`config.mk`:
```
export PLATFORM = sky130hd
export DESIGN_NAME = operandForward
export DESIGN_NICKNAME = d
export VERILOG_FILES = /design/src/source/isaPkg.sv /design/src/source/pipePkg.sv /design/src/source/operandForward.sv
export SDC_FILE = /design/constraint.sdc
export NUM_CORES = 1
export LEC_CHECK = 0
export BUFFER_PORTS_ARGS = -buffer_cell sky130_fd_sc_hd__buf_2
export CAP_MARGIN = 15
export CORE_AREA = 2 2 82 84
export DETAILED_ROUTE_END_ITERATION = 10
export DIE_AREA = 0 0 84 86
export GPL_TIMING_DRIVEN = 0
export PLACE_DENSITY = 0.74
export SLEW_MARGIN = 25
export SYNTH_ARGS = -nofsm -noshare
export SYNTH_HDL_FRONTEND = slang
export SYNTH_SLANG_ARGS = --single-unit
```
`constraint.sdc`:
```
create_clock -name vclk -period 2.1
set_input_delay 0.315 -clock vclk [all_inputs]
set_output_delay 0.315 -clock vclk [all_outputs]
set_load 0.01 [all_outputs]
```
`src/source/isaPkg.sv`:
```
// Instruction codes are internal decode-stage codes, not MIPS opcode bits; NOP must stay zero
package isaPkg;

    // Decoded instruction codes
    typedef enum logic [5:0] {
        NOP = 6'd0,
        ADD, ADDU, SUB, SUBU, AND, OR, XOR, NOR,
        SLT, SLTU, SLL, SRL, SRA, SLLV, SRLV, SRAV,
        ADDI, ADDIU, ANDI, ORI, XORI, LUI, SLTI, SLTIU,
        LW, SW,
        MULT, MULTU, DIV, DIVU,
        MFHI, MFLO, MTHI, MTLO
    } instrE;

    typedef enum logic {
        FORMAT_R,
        FORMAT_I
    } formatE;

    typedef enum logic [2:0] {
        CALC_R, CALC_I, MEM_READ, MEM_WRITE, MULT_DIV, MOVE_HILO, NONE
    } funcE;

    typedef enum logic [3:0] {
        ALU_ZERO, ALU_ADD, ALU_SUB, ALU_AND, ALU_OR, ALU_XOR, ALU_NOR,
        ALU_SLT, ALU_SLTU, ALU_SLL, ALU_SRL, ALU_SRA, ALU_LUI
    } aluOpE;

    // Busy time after a multiply or divide starts
    localparam int MULT_CYCLES = 5;
    localparam int DIV_CYCLES = 10;

    // Countdown wide enough for the longest latency
    localparam int MD_COUNT_W = $clog2(DIV_CYCLES + 1);
    typedef logic [MD_COUNT_W-1:0] mdCountT;

endpackage

```
`src/source/pipePkg.sv`:
```
// Pipeline records between decode, execute and memory; field order is fixed by the packed layout
package pipePkg;

    typedef logic [31:0] wordT;
    typedef logic [4:0] regAddrT;
    typedef logic [15:0] imm16T;
    typedef logic [4:0] shamtT;
    typedef logic [1:0] tNewT;

    // From the decode stage
    typedef struct packed {
        isaPkg::instrE instr;
        wordT pc;
        wordT dataRs;
        wordT dataRt;
        imm16T imm16;
        shamtT shamt;
        regAddrT addrRs;
        regAddrT addrRt;
        regAddrT regWriteAddr;
        wordT regWriteData;
        tNewT tNew;
    } exInputT;

    // One bypass source, addr 0 means no write
    typedef struct packed {
        regAddrT addr;
        wordT data;
    } bypassT;

    // To the memory stage
    typedef struct packed {
        isaPkg::instrE instr;
        wordT pc;
        wordT aluOut;
        wordT memWriteData;
        regAddrT addrRt;
        regAddrT regWriteAddr;
        wordT regWriteData;
        tNewT tNew;
    } memInputT;

endpackage

```
`src/source/operandForward.sv`:
```
// Bypass sources carry the value to be written back; an address of 0 never forwards
module operandForward (
    input  pipePkg::regAddrT addrRs,
    input  pipePkg::regAddrT addrRt,
    input  pipePkg::wordT    dataRs,
    input  pipePkg::wordT    dataRt,
    input  pipePkg::bypassT  bypassMem,
    input  pipePkg::bypassT  bypassWb,
    output pipePkg::wordT    rsValue,
    output pipePkg::wordT    rtValue
);
    import pipePkg::*;

    // Memory stage is younger, so it wins
    function automatic wordT pickOperand(regAddrT addr, wordT regFileData);
        if (addr != '0 && bypassMem.addr == addr) begin
            return bypassMem.data;
        end else if (addr != '0 && bypassWb.addr == addr) begin
            return bypassWb.data;
        end
        return regFileData;
    endfunction

    always_comb begin
        rsValue = pickOperand(addrRs, dataRs);
        rtValue = pickOperand(addrRt, dataRt);
    end

endmodule

```
==> out/metrics.yaml <==
run_status: "finished, violations left"
violations: "negative setup slack"
path_class: "in -> out"
setup.worst_path.start_class: "input pin"
vias: 2976
layout-drive-gt1-share: 0.569
fp.coreArea_um2: 6280
end_kind: "output pin"
synth_top_area_frac: 0.396
cpMaxStageDelayCell: "xnor2_1"
remaining_drc_errors: 0
crit_fanout: 10
dieArea_um2: 7220
die_y_um: 86
io_buffers: 212
hold_end: "rsValue[23]"
syn_area_um2: 1590
dp_slack_ns: -0.253
yosysWarnings: 0
drtIter0Drc: 110
initial_core_util: 0.254
via_per_inst: 5.26
antenna_found_initial: 0
fin_crit_sh: 1.05
avgSynthCellArea_um2: 6.20
path_cells: "buf_12, buf_4, xnor2_1, and3_1, a21oi_4, buf_6, a221o_1, buf_2"
critical-path-max-stage-delay_ns: 0.31
finalWorstSetupSlack_ns: -0.104
grt_pass1_wl_um: 13300
finalSetupViolCount: 61
hp-class: "in -> out"
period_needed_ns: 2.20
layout-area-overhead-vs-synth_pct: 108
dp.cells: 546
synthTopCellsByCount: "nand2_1 (68), nor2_1 (68), a221o_1 (63)"
wl_um: 8930
ios: 212
p_leak_nw: 1.85
fillers: 618
routedWlPerCell_um: 15.8
maxCapViolCount: 0
grt_pass1_vias: 2900
worst_pin_slew_ns: 0.506
num_rows: 29
cp.arrival_ns: 1.89
grt_setup_unrepaired: "yes"
yosysSeqAreaShare: 0
power_density_nw_per_um2: 237
seq_cell_count: 0
place_congestion: 0.847
ant_nets: 0
fmax_ghz: 0.454
yosysUniqueCellTypes: 18
grt_usage: 0.220
slew-limit-headroom: 0.663
clkbuf_count: 0
grt_max_degree: 11
synthTopCellsByArea: "a221o_1 (40%), nand2_1 (16%), nor2_1 (16%)"
placed_area_um2: 2750
antennaDiodeCount: 0
syn_nets: 405
synth_largest_area_cell: "a221o_1"
drv_slew: 0
final_net_count: 639
first_pass_iters: 4
seq_area_um2: 0
fp.dieW_um: 84
worstPathRequired_ns: 1.78
final_area_um2: 3320
ctsHoldBuffers: 0
min_path_cells: 3
stdcell_count: 566
hold_violations: 0
min_from: "dataRs[23]"
grt-ovfl-total: 0
ir_worst_vdd_v: 0.000139
hpwl_um: 6500
synthCells: 257
==> where the power goes <==
part           leakage [nW]  internal [mW]  switching (mW)
Combinational          1.85          0.418           0.367
Clock                     0              0               0
Sequential                0              0               0
==> logic make-up (layout without fill, tap and decap cells) <==
kind of cell | Yosys count | count (layout) | share of synthesized area
AOI/OAI and AO/OA | 69 | 69 | 0.436
xor gates and xnor gates | 20 | 20 | 0.110
buffers and inverters | 24 | 256 | 0.0903
and+or+nand+nor | 144 | 144 | 0.363
==> what timing repair did <==
action | in CTS | in global routing
resized for setup | 70 | 22
endpoints found under the setup margin | 62 | 64
gates cloned | 4 | 2
setup buffers | 11 | 4
pin swaps | 20 | 12
==> worst max path at each step <==
stage	startpoint	to	slack, ns
4_1_cts	bypassMem[33]	rsValue[2]	-0.08
3_5_place_dp	addrRs[4]	rsValue[2]	-0.25
3_3_place_gp	bypassMem[32]	rtValue[8]	-0.24
6_report	addrRs[4]	rsValue[29]	-0.10
5_1_grt	addrRs[4]	rsValue[25]	-0.16
2_1_floorplan	bypassMem[36]	rtValue[10]	0.27
==> cell type report <==
class              instances  area [um2]  area share
multi-input cells        233        1630       0.492
repair buffers           233        1410       0.425
plain buffers             23         180      0.0543
well taps                 77        96.3      0.0290
==> layout by cell type, fill, tap and decap left out, types with 3 or more instances in the layout <==
master and instances:
buf_2 201, nor2_1 66, nand2_1 64, a221o_1 63, buf_4 17, buf_6 14
buf_8 11, xor2_1 9, xnor2_2 8, clkbuf_1 5, nand2_2 4, clkbuf_2 3
==> through the flow <==
step	utilization	setup TNS [ns]	power, mW	hold WS (ns)
after floorplan	-	0	0.334	0.759
after global placement	0.438	-9.23	0.639	0.912
after detailed placement	0.438	-11.19	0.650	0.915
after CTS	0.505	-1.80	0.749	0.915
after global routing	0.529	-8.20	0.842	0.936
final	0.529	-4.34	0.785	0.917
==> worst max-delay path: cells and delay by family <==
| kind | cells | cell delay (ns) |
|---|---|---|
| and+or+nand+nor | 1 | 0.28 |
| xor gates and xnor gates | 1 | 0.31 |
| buffers and inverters | 4 | 0.56 |
| AOI/OAI and AO/OA | 2 | 0.43 |
==> layer usage <==
layer / up-vias / GRT usage / part of all wire
met1: 1375 / 0.252 / 0.38
met4: 0 / 0.0308 / 0.0077
met3: 9 / 0.0202 / 0.076
met5: - / 0 / 0
li1: 1426 / - / -
met2: 166 / 0.447 / 0.53
Power figures use the tool's default switching activity.
