`config.mk`:
```
export PLATFORM = sky130hd
export DESIGN_NAME = instrClassifier
export DESIGN_NICKNAME = d
export VERILOG_FILES = /design/src/source/isaPkg.sv /design/src/source/instrClassifier.sv
export SDC_FILE = /design/constraint.sdc
export NUM_CORES = 1
export LEC_CHECK = 0
export BUFFER_PORTS_ARGS = -buffer_cell sky130_fd_sc_hd__clkbuf_2
export CORE_AREA = 2 2 39 41
export DETAILED_ROUTE_END_ITERATION = 6
export DIE_AREA = 0 0 41 43
export MAX_ROUTING_LAYER = met4
export PLACE_DENSITY = 0.34
export REMOVE_ABC_BUFFERS = 1
export SLEW_MARGIN = 25
export SYNTH_ARGS = -nofsm -noshare
export SYNTH_HDL_FRONTEND = slang
export SYNTH_SLANG_ARGS = --single-unit
```
`constraint.sdc`:
```
create_clock -name vclk -period 2.9
set_clock_uncertainty 0.05 [all_clocks]
set_input_delay 0.725 -clock vclk [all_inputs]
set_output_delay 0.725 -clock vclk [all_outputs]
set_load 0.05 [all_outputs]
```
`src/source/isaPkg.sv`:
```
// Instruction codes are internal decode-stage codes, not MIPS opcode bits; NOP must stay zero
package isaPkg;

    // Decoded instruction codes
    typedef enum logic [5:0] {
        NOP = 6'd0,
        ADD, ADDU, SUB, SUBU, AND, OR, XOR, NOR,
        SLT, SLTU, SLL, SRL, SRA, SLLV, SRLV, SRAV,
        ADDI, ADDIU, ANDI, ORI, XORI, LUI, SLTI, SLTIU,
        LW, SW,
        MULT, MULTU, DIV, DIVU,
        MFHI, MFLO, MTHI, MTLO
    } instrE;

    typedef enum logic {
        FORMAT_R,
        FORMAT_I
    } formatE;

    typedef enum logic [2:0] {
        CALC_R, CALC_I, MEM_READ, MEM_WRITE, MULT_DIV, MOVE_HILO, NONE
    } funcE;

    typedef enum logic [3:0] {
        ALU_ZERO, ALU_ADD, ALU_SUB, ALU_AND, ALU_OR, ALU_XOR, ALU_NOR,
        ALU_SLT, ALU_SLTU, ALU_SLL, ALU_SRL, ALU_SRA, ALU_LUI
    } aluOpE;

    // Busy time after a multiply or divide starts
    localparam int MULT_CYCLES = 5;
    localparam int DIV_CYCLES = 10;

    // Countdown wide enough for the longest latency
    localparam int MD_COUNT_W = $clog2(DIV_CYCLES + 1);
    typedef logic [MD_COUNT_W-1:0] mdCountT;

endpackage

```
`src/source/instrClassifier.sv`:
```
// Purely combinational; codes outside the table classify as an R-format instruction with no function
module instrClassifier (
    input  isaPkg::instrE  instr,
    output isaPkg::formatE format,
    output isaPkg::funcE   func
);
    import isaPkg::*;

    always_comb begin
        format = FORMAT_R;
        func = NONE;
        case (instr)
            ADD, ADDU, SUB, SUBU, AND, OR, XOR, NOR,
            SLT, SLTU, SLL, SRL, SRA, SLLV, SRLV, SRAV: begin
                func = CALC_R;
            end
            ADDI, ADDIU, ANDI, ORI, XORI, LUI, SLTI, SLTIU: begin
                format = FORMAT_I;
                func = CALC_I;
            end
            // Loads and stores use the immediate as offset
            LW: begin
                format = FORMAT_I;
                func = MEM_READ;
            end
            SW: begin
                format = FORMAT_I;
                func = MEM_WRITE;
            end
            MULT, MULTU, DIV, DIVU: begin
                func = MULT_DIV;
            end
            MFHI, MFLO, MTHI, MTLO: begin
                func = MOVE_HILO;
            end
            default: begin
                func = NONE;
            end
        endcase
    end

endmodule

```
==> results of run 1 <==
[routing by layer]
metal / GRT usage (%) / up-vias / share of wire [%]
met5: - / - / 0
met4: 0 / 0 / 0
met3: 0 / 0 / 0
met2: 11.3 / 0 / 63
met1: 6.33 / 102 / 37
li1: - / 116 / -
[power by group]
part / leakage (nW) / internal (mW) / switching [mW] / total [mW]
Sequential: 0 / 0 / 0 / 0
Clock: 0 / 0 / 0 / 0
Combinational: 0.108 / 0.0172 / 0.0291 / 0.0463
[path summary, 6_finish.rpt]
| check | startpoint | endpoint | slack (ns) |
|---|---|---|---|
| setup / recovery | instr[1] | func[2] | 0.1 |
| hold / removal | instr[0] | format | 1.95 |
[logic make-up after synthesis]
family | count (synthesis) | synth area share (%)
AOI/OAI and AO/OA | 10 | 54.0
buffers and inverters | 1 | 2.38
and+or+nand+nor | 10 | 43.7
[cell usage in the layout (no fill, tap or decap), drive strengths merged]
| cell | Yosys | routed |
|---|---|---|
| or4 | 2 | 2 |
| nand3 | 1 | 1 |
| a21oi | 1 | 1 |
| a32o | 1 | 1 |
| nor2 | 2 | 2 |
| a211oi | 1 | 1 |
| a22oi | 1 | 1 |
| a221o | 1 | 1 |
| o21ai | 2 | 2 |
| clkbuf | 1 | 10 |
| nand2b | 2 | 2 |
| buf | 0 | 4 |
| a21o | 1 | 1 |
| a21bo | 1 | 1 |
| a311o | 1 | 1 |
| or4b | 1 | 1 |
| or3 | 2 | 2 |
[per-stage QoR]
step | cell area [sq um] | util (%) | hold slack, ns | setup slack, ns
after global placement | 254 | 18.4 | 1.98 | 0.0890
final | 254 | 18.4 | 1.95 | 0.0967
after detailed placement | 254 | 18.4 | 1.96 | 0.0940
after global routing | 254 | 18.4 | 2.00 | 0.0345
after CTS | 254 | 18.4 | 1.96 | 0.0948
after floorplan | 154 | - | 1.65 | 0.0546
[critical path: cells and delay by family]
kind	cells	cell delay, ns
buffers and inverters	2	0.40
and+or+nand+nor	2	0.79
AOI/OAI and AO/OA	1	0.11
[cell type report]
cell class | instances | area [sq um] | share of cell area [%]
multi-input combinational | 20 | 154 | 60.6
timing repair buffer | 14 | 80.1 | 31.5
tap | 16 | 20.0 | 7.88
==> results by stage, run 1 <==
Worst setup path:
- The worst setup path is captured at a primary output.
- In this run the worst path has a maximum fanout of 8.
- The worst setup path is launched from an input pin.
- On the worst path, the slowest cell contributes a delay of 0.68 ns.
- The critical path goes through clkbuf_2, or4_2, nor2_1, a311o_2, clkbuf_2.
- The cell with the biggest individual delay on the critical path is or4_2.
- The required arrival time at the worst endpoint is 2.12 ns.
- The cell that appears most often on the critical path is clkbuf_2.
- For the worst setup path, the data arrival time is 2.03 ns.
- The critical path start-end classification is input pin to primary output.

Route:
- The routed via count is 218.
- The detailed router finished its first iteration with 5 violations.
- Once detail routing completed, the nets flagged for antenna violations numbered 0.
- The count of unresolved DRC violations after routing is 0.
- Dividing the detail-routed wire length by the instance count gives 9.32 um.
- In the routed layout, each cell is associated on average with a via count of 4.36.
- Wires add up to 466 um.
- The count of TritonRoute iterations in the first routing pass is 3.

Floorplanning:
- The count of pins on the block boundary is 10.
- The die extent in x is 41 um.
- The die covers 1760 sq um.
- The die is 43 um tall.
- The area of the placeable core is 1380 sq um.
- The effective utilization at floorplan is 11.4%.
- The floorplan row count is 14.

Synthesis:
- Yosys attributes the largest share of cell area to a211oi_2 7.9%, nand2b_1 7.9%, a311o_2 7.1%.
- The area of the mapped netlist is 158 sq um.
- The average instance in the mapped netlist occupies 7.51 sq um.
- The cell count after synthesis came out at 21.
- The biggest area contributor in the post-synthesis netlist is a211oi_2.
- Counting instances in the post-synthesis netlist gives the leading cell types as 2 x nand2b_1, 2 x nor2_1, 2 x o21ai_0.
- The number of unique standard cell types used by synthesis is 18.
- For this run, the register share of the synthesized area comes to 0%.
- Yosys printed 0 warnings.
- In this run the biggest area consumer among cell types represents 7.94% of the synthesized area.

STA:
- The final hold violation count is 0.
- Derived from the worst setup path, the maximum achievable clock frequency is 357 MHz.
- After layout, the worst path uses 96.7% of the clock period.
- At the pin with the least slew margin, the transition time is 0.279 ns.
- The final count of pins violating max slew is 0.
- Subtracting the final worst setup slack from the clock period gives 2.80 ns.
- Setup repair after global routing left no endpoint under its margin.
- The count of endpoints failing setup in the final report is 0.
- Measured against its own limit, the worst slew margin works out to 81.5%.
- For the final routed database, the setup TNS stands at 0 ns.

Place:
- The post-detailed-placement half-perimeter wirelength is 403 um.
- The count of buffers inserted at the top-level ports is 10.
- The last weighted congestion value of the routability-driven placer is 0.668.
- The number of placed instances, taps included is 50.

Cells and area:
- The fraction of layout instances using a drive strength above 1 is 61.8%.
- Compared with the post-synthesis result, the final layout area differs by 61.1%.
- The layout filler cell count is 164.
- In the final layout, flip-flops and latches occupy 0 sq um.
- The repair_antennas step left the layout with diodes totalling 0.
- There are 0 flip-flops and latches.
- At the end of the flow, the number of nets in the layout was 42.
- The layout has 0 clock buffers.
- Excluding fillers, the count of instances in the completed layout stands at 50.

GRT:
- The initial antenna violation count is 0.
- For this run the aggregate overflow at the end of global routing stands at 0.
- The global-route wire length before repair is 738 um.
- The total global routing track utilization is 5.73%.
- The pin count of the biggest net entering global routing is 10.
- The number of global-route vias before repair is 188.

Hold path:
- The number of cells on the worst hold path is 4.
- The class of the tightest hold or removal check is input pin to primary output.

Power and ir drop:
- The worst vdd rail ir drop is 0.0392 mV.
- In this run the static leakage power is 0.108 nW.
- The post-route total power is 0.0463 mW.
- In this run the power density over the cells is 182 nW/um^2.

Run:
- The number of max-cap violations is 0.

Clocking:
- The number of gates resized after cts is 0.
- The number of hold buffers added after CTS was 0.
- The number of post-CTS setup repair buffers is 0.

Outcome:
- The flow ran to the end, and the final reports show no timing, DRC or antenna violations.
No activity file was read; power rests on OpenSTA's default activity.
==> run 2: changes to the inputs <==
- clock period: 2.9 -> 2.44 ns (I/O delays scaled with it)
==> results by stage, run 2 (same netlist as run 1, synthesis figures left out) <==
Cells and area:
- The most frequent standard cell in the layout excluding fill and tap cells is buf_4 (was clkbuf_2).
- Highest-count cells in the layout ignoring fill and taps: 9 x buf_4, 4 x clkbuf_2, 2 x o21ai_0, 2 x nand2b_1, 2 x nor2_1 (was 10 x clkbuf_2, 4 x buf_4, 2 x o21ai_0, 2 x nand2b_1, 2 x nor2_1).
- The number of flip-flops and latches is 0 (unchanged).
- The clock buffer count came to 0 (unchanged).
- The number of nets in the layout is 46 (was 42).
- The area of all sequential standard cells is 0 sq um (unchanged).
- The fraction of layout instances using a drive strength above 1 came to 68.4% (was 61.8%).
- The antenna diode count came to 0 (unchanged).
- The relative area change from synthesis to final layout is 110% (was 61.1%).

GRT:
- The total congestion overflow is 0 (unchanged).
- The global-route wire length before repair is 786 um (was 738 um).
- The pin count of the biggest net entering global routing came to 9 (was 10).
- The initial antenna violation count was 0 (unchanged).
- The total global routing track utilization came to 6.14% (was 5.73%).
- The number of global-route vias before repair came to 190 (was 188).

STA:
- Unrepaired setup endpoints after global routing: true (was false).
- The final sum of negative setup slack is 0 ns (unchanged).
- The count of endpoints failing setup in the final report is 0 (unchanged).
- The final hold violation count is 0 (unchanged).
- The worst slew margin relative to its limit was 83.4% (was 81.5%).
- The post-route clock period utilization is 99.8%.
- The worst-case setup margin in the final layout is 0.00448 ns (was 0.0967 ns).
- The maximum clock frequency is 411 MHz.
- The minimum clock period after layout is 2.44 ns.
- The transition time of the tightest slew-check pin came to 0.250 ns (was 0.279 ns).
- The final count of pins violating max slew is 0 (unchanged).

Worst setup path:
- The longest individual stage delay on the worst path came to 0.66 ns (was 0.68 ns).
- The sort of element at the end of the critical path is a primary output (unchanged).
- The worst endpoint data arrival time came to 1.78 ns (was 2.03 ns).
- The buffering stage count on the worst path with inverters included is 2 (unchanged).
- The highest fanout seen on the critical path is 6 (was 8).
- The critical path start-end classification is input pin to primary output (unchanged).
- The cell family contributing the most delay on the critical path is simple AND/OR/NAND/NOR gates (unchanged).
- The required arrival time at the worst endpoint is 1.78 ns (was 2.12 ns).
- List of cells traversed by the critical path: clkbuf_8, or4_2, nor2_1, a311o_2, buf_8 (was clkbuf_2, or4_2, nor2_1, a311o_2, clkbuf_2).
- The type of origin of the critical path is an input pin (unchanged).
- The cell with the biggest individual delay on the critical path is or4_2 (unchanged).

Power and ir drop:
- The static power due to leakage was 0.142 nW (was 0.108 nW).
- The worst vdd rail ir drop came to 0.0589 mV (was 0.0392 mV).
- The power per cell area is 220 nW/um^2 (was 182 nW/um^2).
- The post-route total power is 0.0730 mW (was 0.0463 mW).

Route:
- The count of unresolved DRC violations after routing is 0 (unchanged).
- The count of TritonRoute iterations in the first routing pass is 3 (unchanged).
- The number of nets with antenna violations after detailed routing was 0 (unchanged).
- The number of violations reported at the end of detailed-routing iteration 0 is 1 (was 5).
- The average wire per standard cell is 9.57 um (was 9.32 um).
- The routed via count came to 242 (was 218).
- The sum of routed wire length over all layers is 517 um (was 466 um).
- The vias per cell was 4.48 (was 4.36).

Hold path:
- The class of the tightest hold or removal check is input pin to primary output (unchanged).

Clocking:
- The cts-stage hold buffer count was 0 (unchanged).
- The number of post-CTS setup repair buffers was 0 (unchanged).

Floorplanning:
- The full die area is 1760 sq um (unchanged).
- The floorplan row count is 14 (unchanged).
- The area of the placeable core is 1380 sq um (unchanged).
- The effective utilization at floorplan is 11.4% (unchanged).
- The floorplan die height is 43 um (unchanged).
- The count of pins on the block boundary came to 10 (unchanged).
- The die extent in x came to 41 um (unchanged).

Run:
- The number of max-cap violations is 0 (unchanged).

Outcome:
- Run status: finished clean (unchanged).

Place:
- The count of buffers inserted at the top-level ports is 10 (unchanged).
- The post-detailed-placement half-perimeter wirelength was 442 um (was 403 um).
- The post-place setup slack is -0.110 ns (was 0.0940 ns).
- The last weighted congestion value of the routability-driven placer is 0.712 (was 0.668).
-- run 2: cell count changes in the layout (fill, tap and decap cells not counted), sizes merged --
cell and change:
clkbuf -5, buf +9
-- run 2: path summary, 6_finish.rpt --
check	from	endpoint	slack, ns	cells past startpoint
setup / recovery	instr[1]	func[2]	0.004	5
hold / removal	instr[3]	format	1.61	3
-- run 2: metal layers --
metal  GRT usage [%]  part of all wire, %  vias up
met5               -                    0        -
met4               0                    0        0
met3               0                    0        0
met2            11.9                   63        0
met1            6.96                   37      118
li1                -                    -      124
-- run 2: layout make-up --
cell class	count	area, sq um
fill	157	1050
multi-input combinational	20	159
tap	16	20.0
timing repair buffer	18	153
-- run 2: metrics by stage --
| step | area, sq um | cells | util [%] | hold slack [ns] |
|---|---|---|---|---|
| floorplan | 154 | 20 | - | 1.42 |
| global placement | 299 | 54 | 21.6 | 1.64 |
| detailed placement | 299 | 54 | 21.6 | 1.64 |
| CTS | 319 | 54 | 23.1 | 1.64 |
| global route | 332 | 54 | 24.0 | 1.63 |
| finish | 332 | 54 | 24.0 | 1.61 |
-- run 2: timing repair --
action / in CTS / in global routing
endpoints found under the setup margin: 4 / 4
gates resized for setup: 4 / 5
cloned: 0 / 0
pin swaps: 1 / 2
endpoints found under the hold margin: 0 / 0
-- run 2: power breakdown --
group          leakage, nW  internal [mW]  total [mW]  switching, mW
sequential               0              0           0              0
clock                    0              0           0              0
combinational        0.142         0.0354      0.0730         0.0376
