[src/source/isaPkg.sv]
// Instruction codes are internal decode-stage codes, not MIPS opcode bits; NOP must stay zero
package isaPkg;

    // Decoded instruction codes
    typedef enum logic [5:0] {
        NOP = 6'd0,
        ADD, ADDU, SUB, SUBU, AND, OR, XOR, NOR,
        SLT, SLTU, SLL, SRL, SRA, SLLV, SRLV, SRAV,
        ADDI, ADDIU, ANDI, ORI, XORI, LUI, SLTI, SLTIU,
        LW, SW,
        MULT, MULTU, DIV, DIVU,
        MFHI, MFLO, MTHI, MTLO
    } instrE;

    typedef enum logic {
        FORMAT_R,
        FORMAT_I
    } formatE;

    typedef enum logic [2:0] {
        CALC_R, CALC_I, MEM_READ, MEM_WRITE, MULT_DIV, MOVE_HILO, NONE
    } funcE;

    typedef enum logic [3:0] {
        ALU_ZERO, ALU_ADD, ALU_SUB, ALU_AND, ALU_OR, ALU_XOR, ALU_NOR,
        ALU_SLT, ALU_SLTU, ALU_SLL, ALU_SRL, ALU_SRA, ALU_LUI
    } aluOpE;

    // Busy time after a multiply or divide starts
    localparam int MULT_CYCLES = 5;
    localparam int DIV_CYCLES = 10;

    // Countdown wide enough for the longest latency
    localparam int MD_COUNT_W = $clog2(DIV_CYCLES + 1);
    typedef logic [MD_COUNT_W-1:0] mdCountT;

endpackage

[src/source/pipePkg.sv]
// Pipeline records between decode, execute and memory; field order is fixed by the packed layout
package pipePkg;

    typedef logic [31:0] wordT;
    typedef logic [4:0] regAddrT;
    typedef logic [15:0] imm16T;
    typedef logic [4:0] shamtT;
    typedef logic [1:0] tNewT;

    // From the decode stage
    typedef struct packed {
        isaPkg::instrE instr;
        wordT pc;
        wordT dataRs;
        wordT dataRt;
        imm16T imm16;
        shamtT shamt;
        regAddrT addrRs;
        regAddrT addrRt;
        regAddrT regWriteAddr;
        wordT regWriteData;
        tNewT tNew;
    } exInputT;

    // One bypass source, addr 0 means no write
    typedef struct packed {
        regAddrT addr;
        wordT data;
    } bypassT;

    // To the memory stage
    typedef struct packed {
        isaPkg::instrE instr;
        wordT pc;
        wordT aluOut;
        wordT memWriteData;
        regAddrT addrRt;
        regAddrT regWriteAddr;
        wordT regWriteData;
        tNewT tNew;
    } memInputT;

endpackage

[src/source/exMemRegister.sv]
// Clear beats stall; reset loads the same all-zero NOP bubble as clr
module exMemRegister (
    input  logic              clk,
    input  logic              reset,
    input  logic              stall,
    input  logic              clr,
    input  pipePkg::exInputT  exIn,
    input  isaPkg::funcE      func,
    input  pipePkg::wordT     aluOut,
    input  pipePkg::wordT     hiLoOut,
    input  pipePkg::wordT     rtValue,
    output pipePkg::memInputT memOut
);
    import isaPkg::*;
    import pipePkg::*;

    wordT exResult;
    memInputT memNext;

    assign exResult = (exIn.instr == MFHI || exIn.instr == MFLO) ? hiLoOut : aluOut;

    always_comb begin
        memNext.instr = exIn.instr;
        memNext.pc = exIn.pc;
        memNext.aluOut = exResult;
        memNext.memWriteData = rtValue;
        memNext.addrRt = exIn.addrRt;
        memNext.regWriteAddr = exIn.regWriteAddr;
        // Other classes keep the data handed down from decode
        case (func)
            CALC_R, CALC_I, MOVE_HILO: memNext.regWriteData = exResult;
            default: memNext.regWriteData = exIn.regWriteData;
        endcase
        memNext.tNew = (exIn.tNew != '0) ? exIn.tNew - 1'b1 : '0;
    end

    always_ff @(posedge clk) begin
        if (reset || clr) begin
            memOut <= '0;
        end else if (!stall) begin
            memOut <= memNext;
        end
    end

    assert property (@(posedge clk) clr |=> memOut.instr == NOP);

endmodule

[config.mk]
export PLATFORM = sky130hd
export DESIGN_NAME = exMemRegister
export DESIGN_NICKNAME = d
export VERILOG_FILES = /design/src/source/isaPkg.sv /design/src/source/pipePkg.sv /design/src/source/exMemRegister.sv
export SDC_FILE = /design/constraint.sdc
export NUM_CORES = 1
export LEC_CHECK = 0
export BUFFER_PORTS_ARGS = -buffer_cell sky130_fd_sc_hd__buf_2
export CORE_AREA = 2 2 165 167
export DETAILED_ROUTE_END_ITERATION = 16
export DIE_AREA = 0 0 167 169
export GPL_ROUTABILITY_DRIVEN = 0
export PLACE_DENSITY = 0.58
export SLEW_MARGIN = 5
export SYNTH_ARGS = -nofsm -noshare
export SYNTH_HDL_FRONTEND = slang
export SYNTH_SLANG_ARGS = --single-unit
[constraint.sdc]
create_clock -name clk -period 1.85 [get_ports clk]
set_clock_uncertainty 0.2 [all_clocks]
set_input_delay 0.0925 -clock clk [delete_from_list [all_inputs] [get_ports clk]]
set_output_delay 0.0925 -clock clk [all_outputs]
set_load 0.02 [all_outputs]
==> impl_results.md, run 1 <==
* Status: complete, no violations
* Critical path startpoint category: input port
* First-pass GRT wire length at 39300 µm
* Multi-input combinational cell area at 0.00307 mm²
* H-tree levels at 4
* Port bufs at 330
* GRT overflow at 0
* Largest register FFs at 146
* Synth async-reset ratio at 0
* Synth Instances at 744
* Syn Nets at 1019
* Reg-to-Reg End: memOut[31]
* Final instance area at 0.0110 mm²
* Tot GR Track Use at 0.173
* Vert. Die Dim at 169 µm
* Yosys cell types at 26
* FF/Latch Area at 0.00292 mm²
* Root Buffer: clkbuf_16
* Largest regs: memOut: 146 flops
* Number of synthesized flops with an enable pin at 0
* Drt wl/cell at 15.8 µm
* Layout fillers at 2629
* Nets@finish at 1513
* Post-route DRC violation count at 0
* Seq/Total Area, Yosys at 0.456
* Placed inst area at 0.00856 mm²
* Flop2flop setup slack at 190 ps
* Vias per Instance at 4.74
* Crit Path Max Fanout at 64
* Hold wc startpoint: stall
* Clock transition at path regs at 70 ps
* Core footprint at 0.0265 mm²
* Reg2reg start: memOut[31]
* Crit path kind: input port to register
* Hold EP: memOut[34]
* Hpwl dp at 16200 µm
* Arrival time worst endpoint at 1940 ps
* Most instantiated cells after synthesis: 146 x dfxtp_1, 84 x nor2_1, 80 x mux2i_1
* Fmax at 0.562 GHz
* Leak pwr at 5.21 nW
* Largest net degree at the start of global routing at 65
* Endpoints failing setup at 0
* Worst endpoint required time at 2010 ps
* Cts bufs inserted at 17
* Die width at 167 µm
* Min-delay worst type: input port to register
* Most frequent cell after synthesis: dfxtp_1
* YS warnings at 0
* Peak VDD IR at 0.427 mV
* RSZ-0062 raised after global routing: false
* Flops & latches, synth at 146
* Worst hold margin at 91.2 ps
* Hold Path Stages at 3
* Antenna Nets Post-Route at 0
* Die area at 0.0282 mm²
* Total Wirelength at 25200 µm
* Initial antenna violation count at 1
* CTS tree: built
* Max clock buf depth at 2
* First drt pass iteration count at 5
* Rel. slew slack at 0.672
* Crit path time final at 1780 ps
* Synth area leader: dfxtp_1
* Top cell type's share of synthesized area at 0.456
* Rows at 60
* Biggest register: memOut
* Crit share post-route at 0.963
* Vias at 7543
* Sink Count at 146
* Initial drt markers at 455
* Worst skew pair latency at 410 ps
* Reg2reg path depth at 5
* Share of cells above drive strength 1 at 0.321
* PD cells at 765 mW/mm²
* Layout area overhead at 71.1%
* Initial cell density of the core at 0.242
* Max Slew Vio Count at 0
* Max Cap Violations at 0
* I/O pin cnt at 421
* Number of global-route vias before repair at 7605
* Syn Area/Cell at 8.61 µm²
* Ant diodes at 0
* Setup_tns at 0 ps
* Syn Std Cell Area at 0.00640 mm²
* Main synth FF type: dfxtp_1
* Critical path endpoint category: register
* Total power at 8.39 mW
* Slew at the pin closest to its max-slew limit at 492 ps
* Fin. Hold Viols at 0
* Area contributors post-synth: dfxtp_1 46%, mux2i_1 13%, nand4_1 6.3%, nor3_1 5.0%, nor2_1 4.9%
==> placed cells by master (no fill, tap or decap), types with 5 or more instances in the layout <==
cell             n
buf_2          329
dlygate4sd3_1  179
dfxtp_1        146
nor2_1          84
mux2i_1         80
nor3_1          64
nand4_1         64
a21oi_1         34
inv_1           33
nor2b_1         32
nor4_1          32
a21boi_0        32
o21ai_0         32
nand3_1         32
buf_4           27
clkbuf_16       17
buf_12           8
inv_8            5
clkinv_8         5
==> per-stage QoR <==
step           instances  setup WS, ps  utilization
3_5_place_dp        1381           109        0.323
3_3_place_gp        1381           161        0.323
6_report            1592          69.3        0.414
2_1_floorplan        744           448            -
5_1_grt             1592          3.26        0.414
4_1_cts             1592           172        0.414
==> critical path, stage by stage <==
cell,delay (ps)
buf_2,120
nor4b_2,310
a2bb2o_2,240
buf_12,290
nand4_1,130
nand3_1,110
dlygate4sd3_1,580
==> layer usage <==
metal	track usage	part of all wire
met4	0.0510	0.017
met2	0.308	0.49
met3	0.0528	0.078
met1	0.198	0.41
met5	0	0.00028
==> how the worst max path moves through the flow <==
stage	slack (ps)	end	cells past startpoint	from
2_1_floorplan	450	memOut[10]	6	clr
3_3_place_gp	160	memOut[77]	6	exIn[166]
3_5_place_dp	110	memOut[94]	6	exIn[166]
4_1_cts	170	memOut[13]	7	exIn[166]
5_1_grt	3	memOut[11]	7	exIn[166]
6_report	70	memOut[11]	7	exIn[166]
==> power by group <==
group	switching, mW	internal (mW)	leakage, nW
sequential	0.0659	3.27	1.19
clock	1.73	1.84	0.292
combinational	0.747	0.733	3.72
==> final cells by class <==
cell class                      instances  share of cell area
Clock inverter                         15              0.0164
Timing Repair Buffer                  544               0.348
Multi-Input combinational cell        496               0.280
Tap cell                              341              0.0389
Inverter                               33              0.0113
Sequential cell                       146               0.267
Clock buffer                           17              0.0388
==> what timing repair did <==
action / in CTS / in global routing
gates resized for setup: 0 / 0
endpoints found under the hold margin: 146 / 0
hold buffers: 179 / 0
setup buffers: 0 / 0
==> cells by family after synthesis <==
logic type / after synthesis / share of synthesized area
AOI/OAI and AO/OA: 100 / 0.0930
and+or+nand+nor: 316 / 0.258
buffers and inverters: 102 / 0.0674
DFF: 146 / 0.456
muxes: 80 / 0.125
No activity file was read; power rests on OpenSTA's default activity.
==> run 2, diff against run 1 <==
--- a/config.mk
+++ b/config.mk
@@ -10,7 +10,9 @@
 export DETAILED_ROUTE_END_ITERATION = 16
 export DIE_AREA = 0 0 167 169
 export GPL_ROUTABILITY_DRIVEN = 0
+export MAX_ROUTING_LAYER = met4
 export PLACE_DENSITY = 0.58
+export SETUP_SLACK_MARGIN = 0.02
 export SLEW_MARGIN = 5
 export SYNTH_ARGS = -nofsm -noshare
 export SYNTH_HDL_FRONTEND = slang
==> impl_results.md, run 2 (synthesized netlist as in run 1, its figures left out) <==
* Reg2reg path depth at 5 (unchanged)
* Layout area overhead at 71.6% (was 71.1%)
* Rel. slew slack at 0.668 (was 0.672)
* Reg-to-Reg End: memOut[31] (unchanged)
* Largest register FFs at 146 (unchanged)
* Stages on the worst setup path at 7 (unchanged)
* Vert. Die Dim at 169 µm (unchanged)
* H-tree levels at 4 (unchanged)
* Worst setup margin at 115 ps (was 69.3 ps)
* Crit-path slowest cell: dlygate4sd3_1 (unchanged)
* Fin. Hold Viols at 0 (unchanged)
* Clock transition at path regs at 70 ps (about the same)
* CTS tree: built (unchanged)
* Crit share post-route at 0.938 (was 0.963)
* Largest net degree at the start of global routing at 65 (unchanged)
* Initial cell density of the core at 0.242 (unchanged)
* Max Slew Vio Count at 0 (unchanged)
* Arrival time worst endpoint at 1890 ps (was 1940 ps)
* Setup Buffers After CTS at 0 (unchanged)
* Initial drt markers at 528 (was 455)
* Core footprint at 0.0265 mm² (unchanged)
* Crit path time final at 1740 ps (was 1780 ps)
* First-pass GRT wire length at 39300 µm (about the same)
* PD cells at 764 mW/mm² (was 765 mW/mm²)
* Slew at the pin closest to its max-slew limit at 497 ps (was 492 ps)
* Crit path kind: input port to register (unchanged)
* Post-route DRC violation count at 0 (unchanged)
* Crit path max-delay family: buffers and inverters (unchanged)
* Max clock buf depth at 2 (unchanged)
* Rows at 60 (unchanged)
* Peak VDD IR at 0.425 mV (was 0.427 mV)
* Number of global-route vias before repair at 7617 (was 7605)
* Worst endpoint required time at 2010 ps (about the same)
* Tot GR Track Use at 0.178 (was 0.173)
* Most common library cell in the layout ignoring fill and taps: buf_2 (unchanged)
* Initial antenna violation count at 1 (unchanged)
* I/O pin cnt at 421 (unchanged)
* Vias per Instance at 4.75 (was 4.74)
* Drt wl/cell at 16.0 µm (was 15.8 µm)
* Share of cells above drive strength 1 at 0.322 (was 0.321)
* Placed inst area at 0.00856 mm² (unchanged)
* Fmax at 0.576 GHz (was 0.562 GHz)
* Worst-path cell chain: buf_2, or2_4, buf_12, a21oi_1, nand4_1, nand3_1, dlygate4sd3_1 (was buf_2, nor4b_2, a2bb2o_2, buf_12, nand4_1, nand3_1, dlygate4sd3_1)
* Layout fillers at 2626 (was 2629)
* CTS resizes at 0 (unchanged)
* Final instance area at 0.0110 mm² (about the same)
* Root Buffer: clkbuf_16 (unchanged)
* First drt pass iteration count at 5 (unchanged)
* Max Cap Violations at 0 (unchanged)
* Min-delay worst type: input port to register (unchanged)
* Fin util at 0.415 (was 0.414)
* Final std cells w/o fill at 1594 (was 1592)
* CP Launch Point: reset (was exIn[166])
* Worst skew pair latency at 420 ps (was 410 ps)
* Antenna Nets Post-Route at 0 (unchanged)
* Critical path startpoint category: input port (unchanged)
* Most frequent cells in the layout: 329 x buf_2, 179 x dlygate4sd3_1, 146 x dfxtp_1 (unchanged)
* Largest regs: memOut: 146 flops (unchanged)
* Crit path to: memOut[11] (unchanged)
* DP Worst Slack at 109 ps (unchanged)
* Status: complete, no violations (unchanged)
* Flop2flop setup slack at 190 ps (about the same)
* Total Wirelength at 25500 µm (was 25200 µm)
* Reg2reg start: memOut[31] (unchanged)
* Cts bufs inserted at 17 (unchanged)
* Leak pwr at 5.22 nW (was 5.21 nW)
* Total power at 8.39 mW (about the same)
* Endpoints failing setup at 0 (unchanged)
* Die area at 0.0282 mm² (unchanged)
* FF/Latch Area at 0.00292 mm² (unchanged)
* Port bufs at 330 (unchanged)
* Critical path endpoint category: register (unchanged)
* RSZ-0062 raised after global routing: false (unchanged)
* Sink Count at 146 (unchanged)
* Multi-input combinational cell area at 0.00307 mm² (unchanged)
* Biggest register: memOut (unchanged)
* Nets@finish at 1514 (was 1513)
* Setup_tns at 0 ps (unchanged)
* Hpwl dp at 16200 µm (unchanged)
* Largest stage delay on the critical path at 580 ps (about the same)
* Vias at 7579 (was 7543)
* Placed cell count at 1381 (unchanged)
* Crit Path Max Fanout at 33 (was 64)
* Worst path bufs/invs at 3 (unchanged)
* Die width at 167 µm (unchanged)
* GRT overflow at 0 (unchanged)
* Worst hold margin at 96.6 ps (was 91.2 ps)
run 2: cell count changes in the layout (fill, tap and decap cells not counted), sizes merged:
cell / change
clkbuf: +1
diode: +1
run 2: tightest hold or removal path: stages:
cell,delay [ps]
clkbuf_8,290
mux2i_1,190
nor2_1,70
run 2: routing by layer:
layer	part of all wire	up-vias	GRT usage
met5	0	-	-
met4	0.017	0	0.0499
met3	0.071	42	0.0475
met2	0.49	330	0.308
met1	0.42	3560	0.202
li1	-	3647	-
run 2: cell type report:
class	instances	share of cell area
multi-input cells	496	0.279
flip-flops and latches	146	0.266
diodes	1	0.000228
well taps	341	0.0388
inverters	33	0.0113
clock inverters	15	0.0164
clock buffers	17	0.0387
repair buffers	545	0.349
run 2: power breakdown:
part / leakage (nW) / total (mW) / internal (mW) / switching [mW]
clock network: 0.292 / 3.57 / 1.84 / 1.73
registers: 1.19 / 3.34 / 3.27 / 0.0660
logic: 3.73 / 1.49 / 0.735 / 0.751
run 2: timing repair:
action / 4_1_cts / 5_1_grt
endpoints found under the setup margin: 0 / 2
hold buffers: 179 / 0
endpoints found under the hold margin: 146 / 0
run 2: how the worst min path moves through the flow:
stage                      from           to  slack, ps  cells past startpoint
global route              stall  memOut[144]        110                      3
finish                    stall   memOut[34]        100                      3
floorplan             exIn[134]  memOut[108]         40                      2
detailed placement  rtValue[27]   memOut[71]        130                      3
CTS                       stall  memOut[129]         80                      3
global placement    rtValue[23]   memOut[67]        120                      3
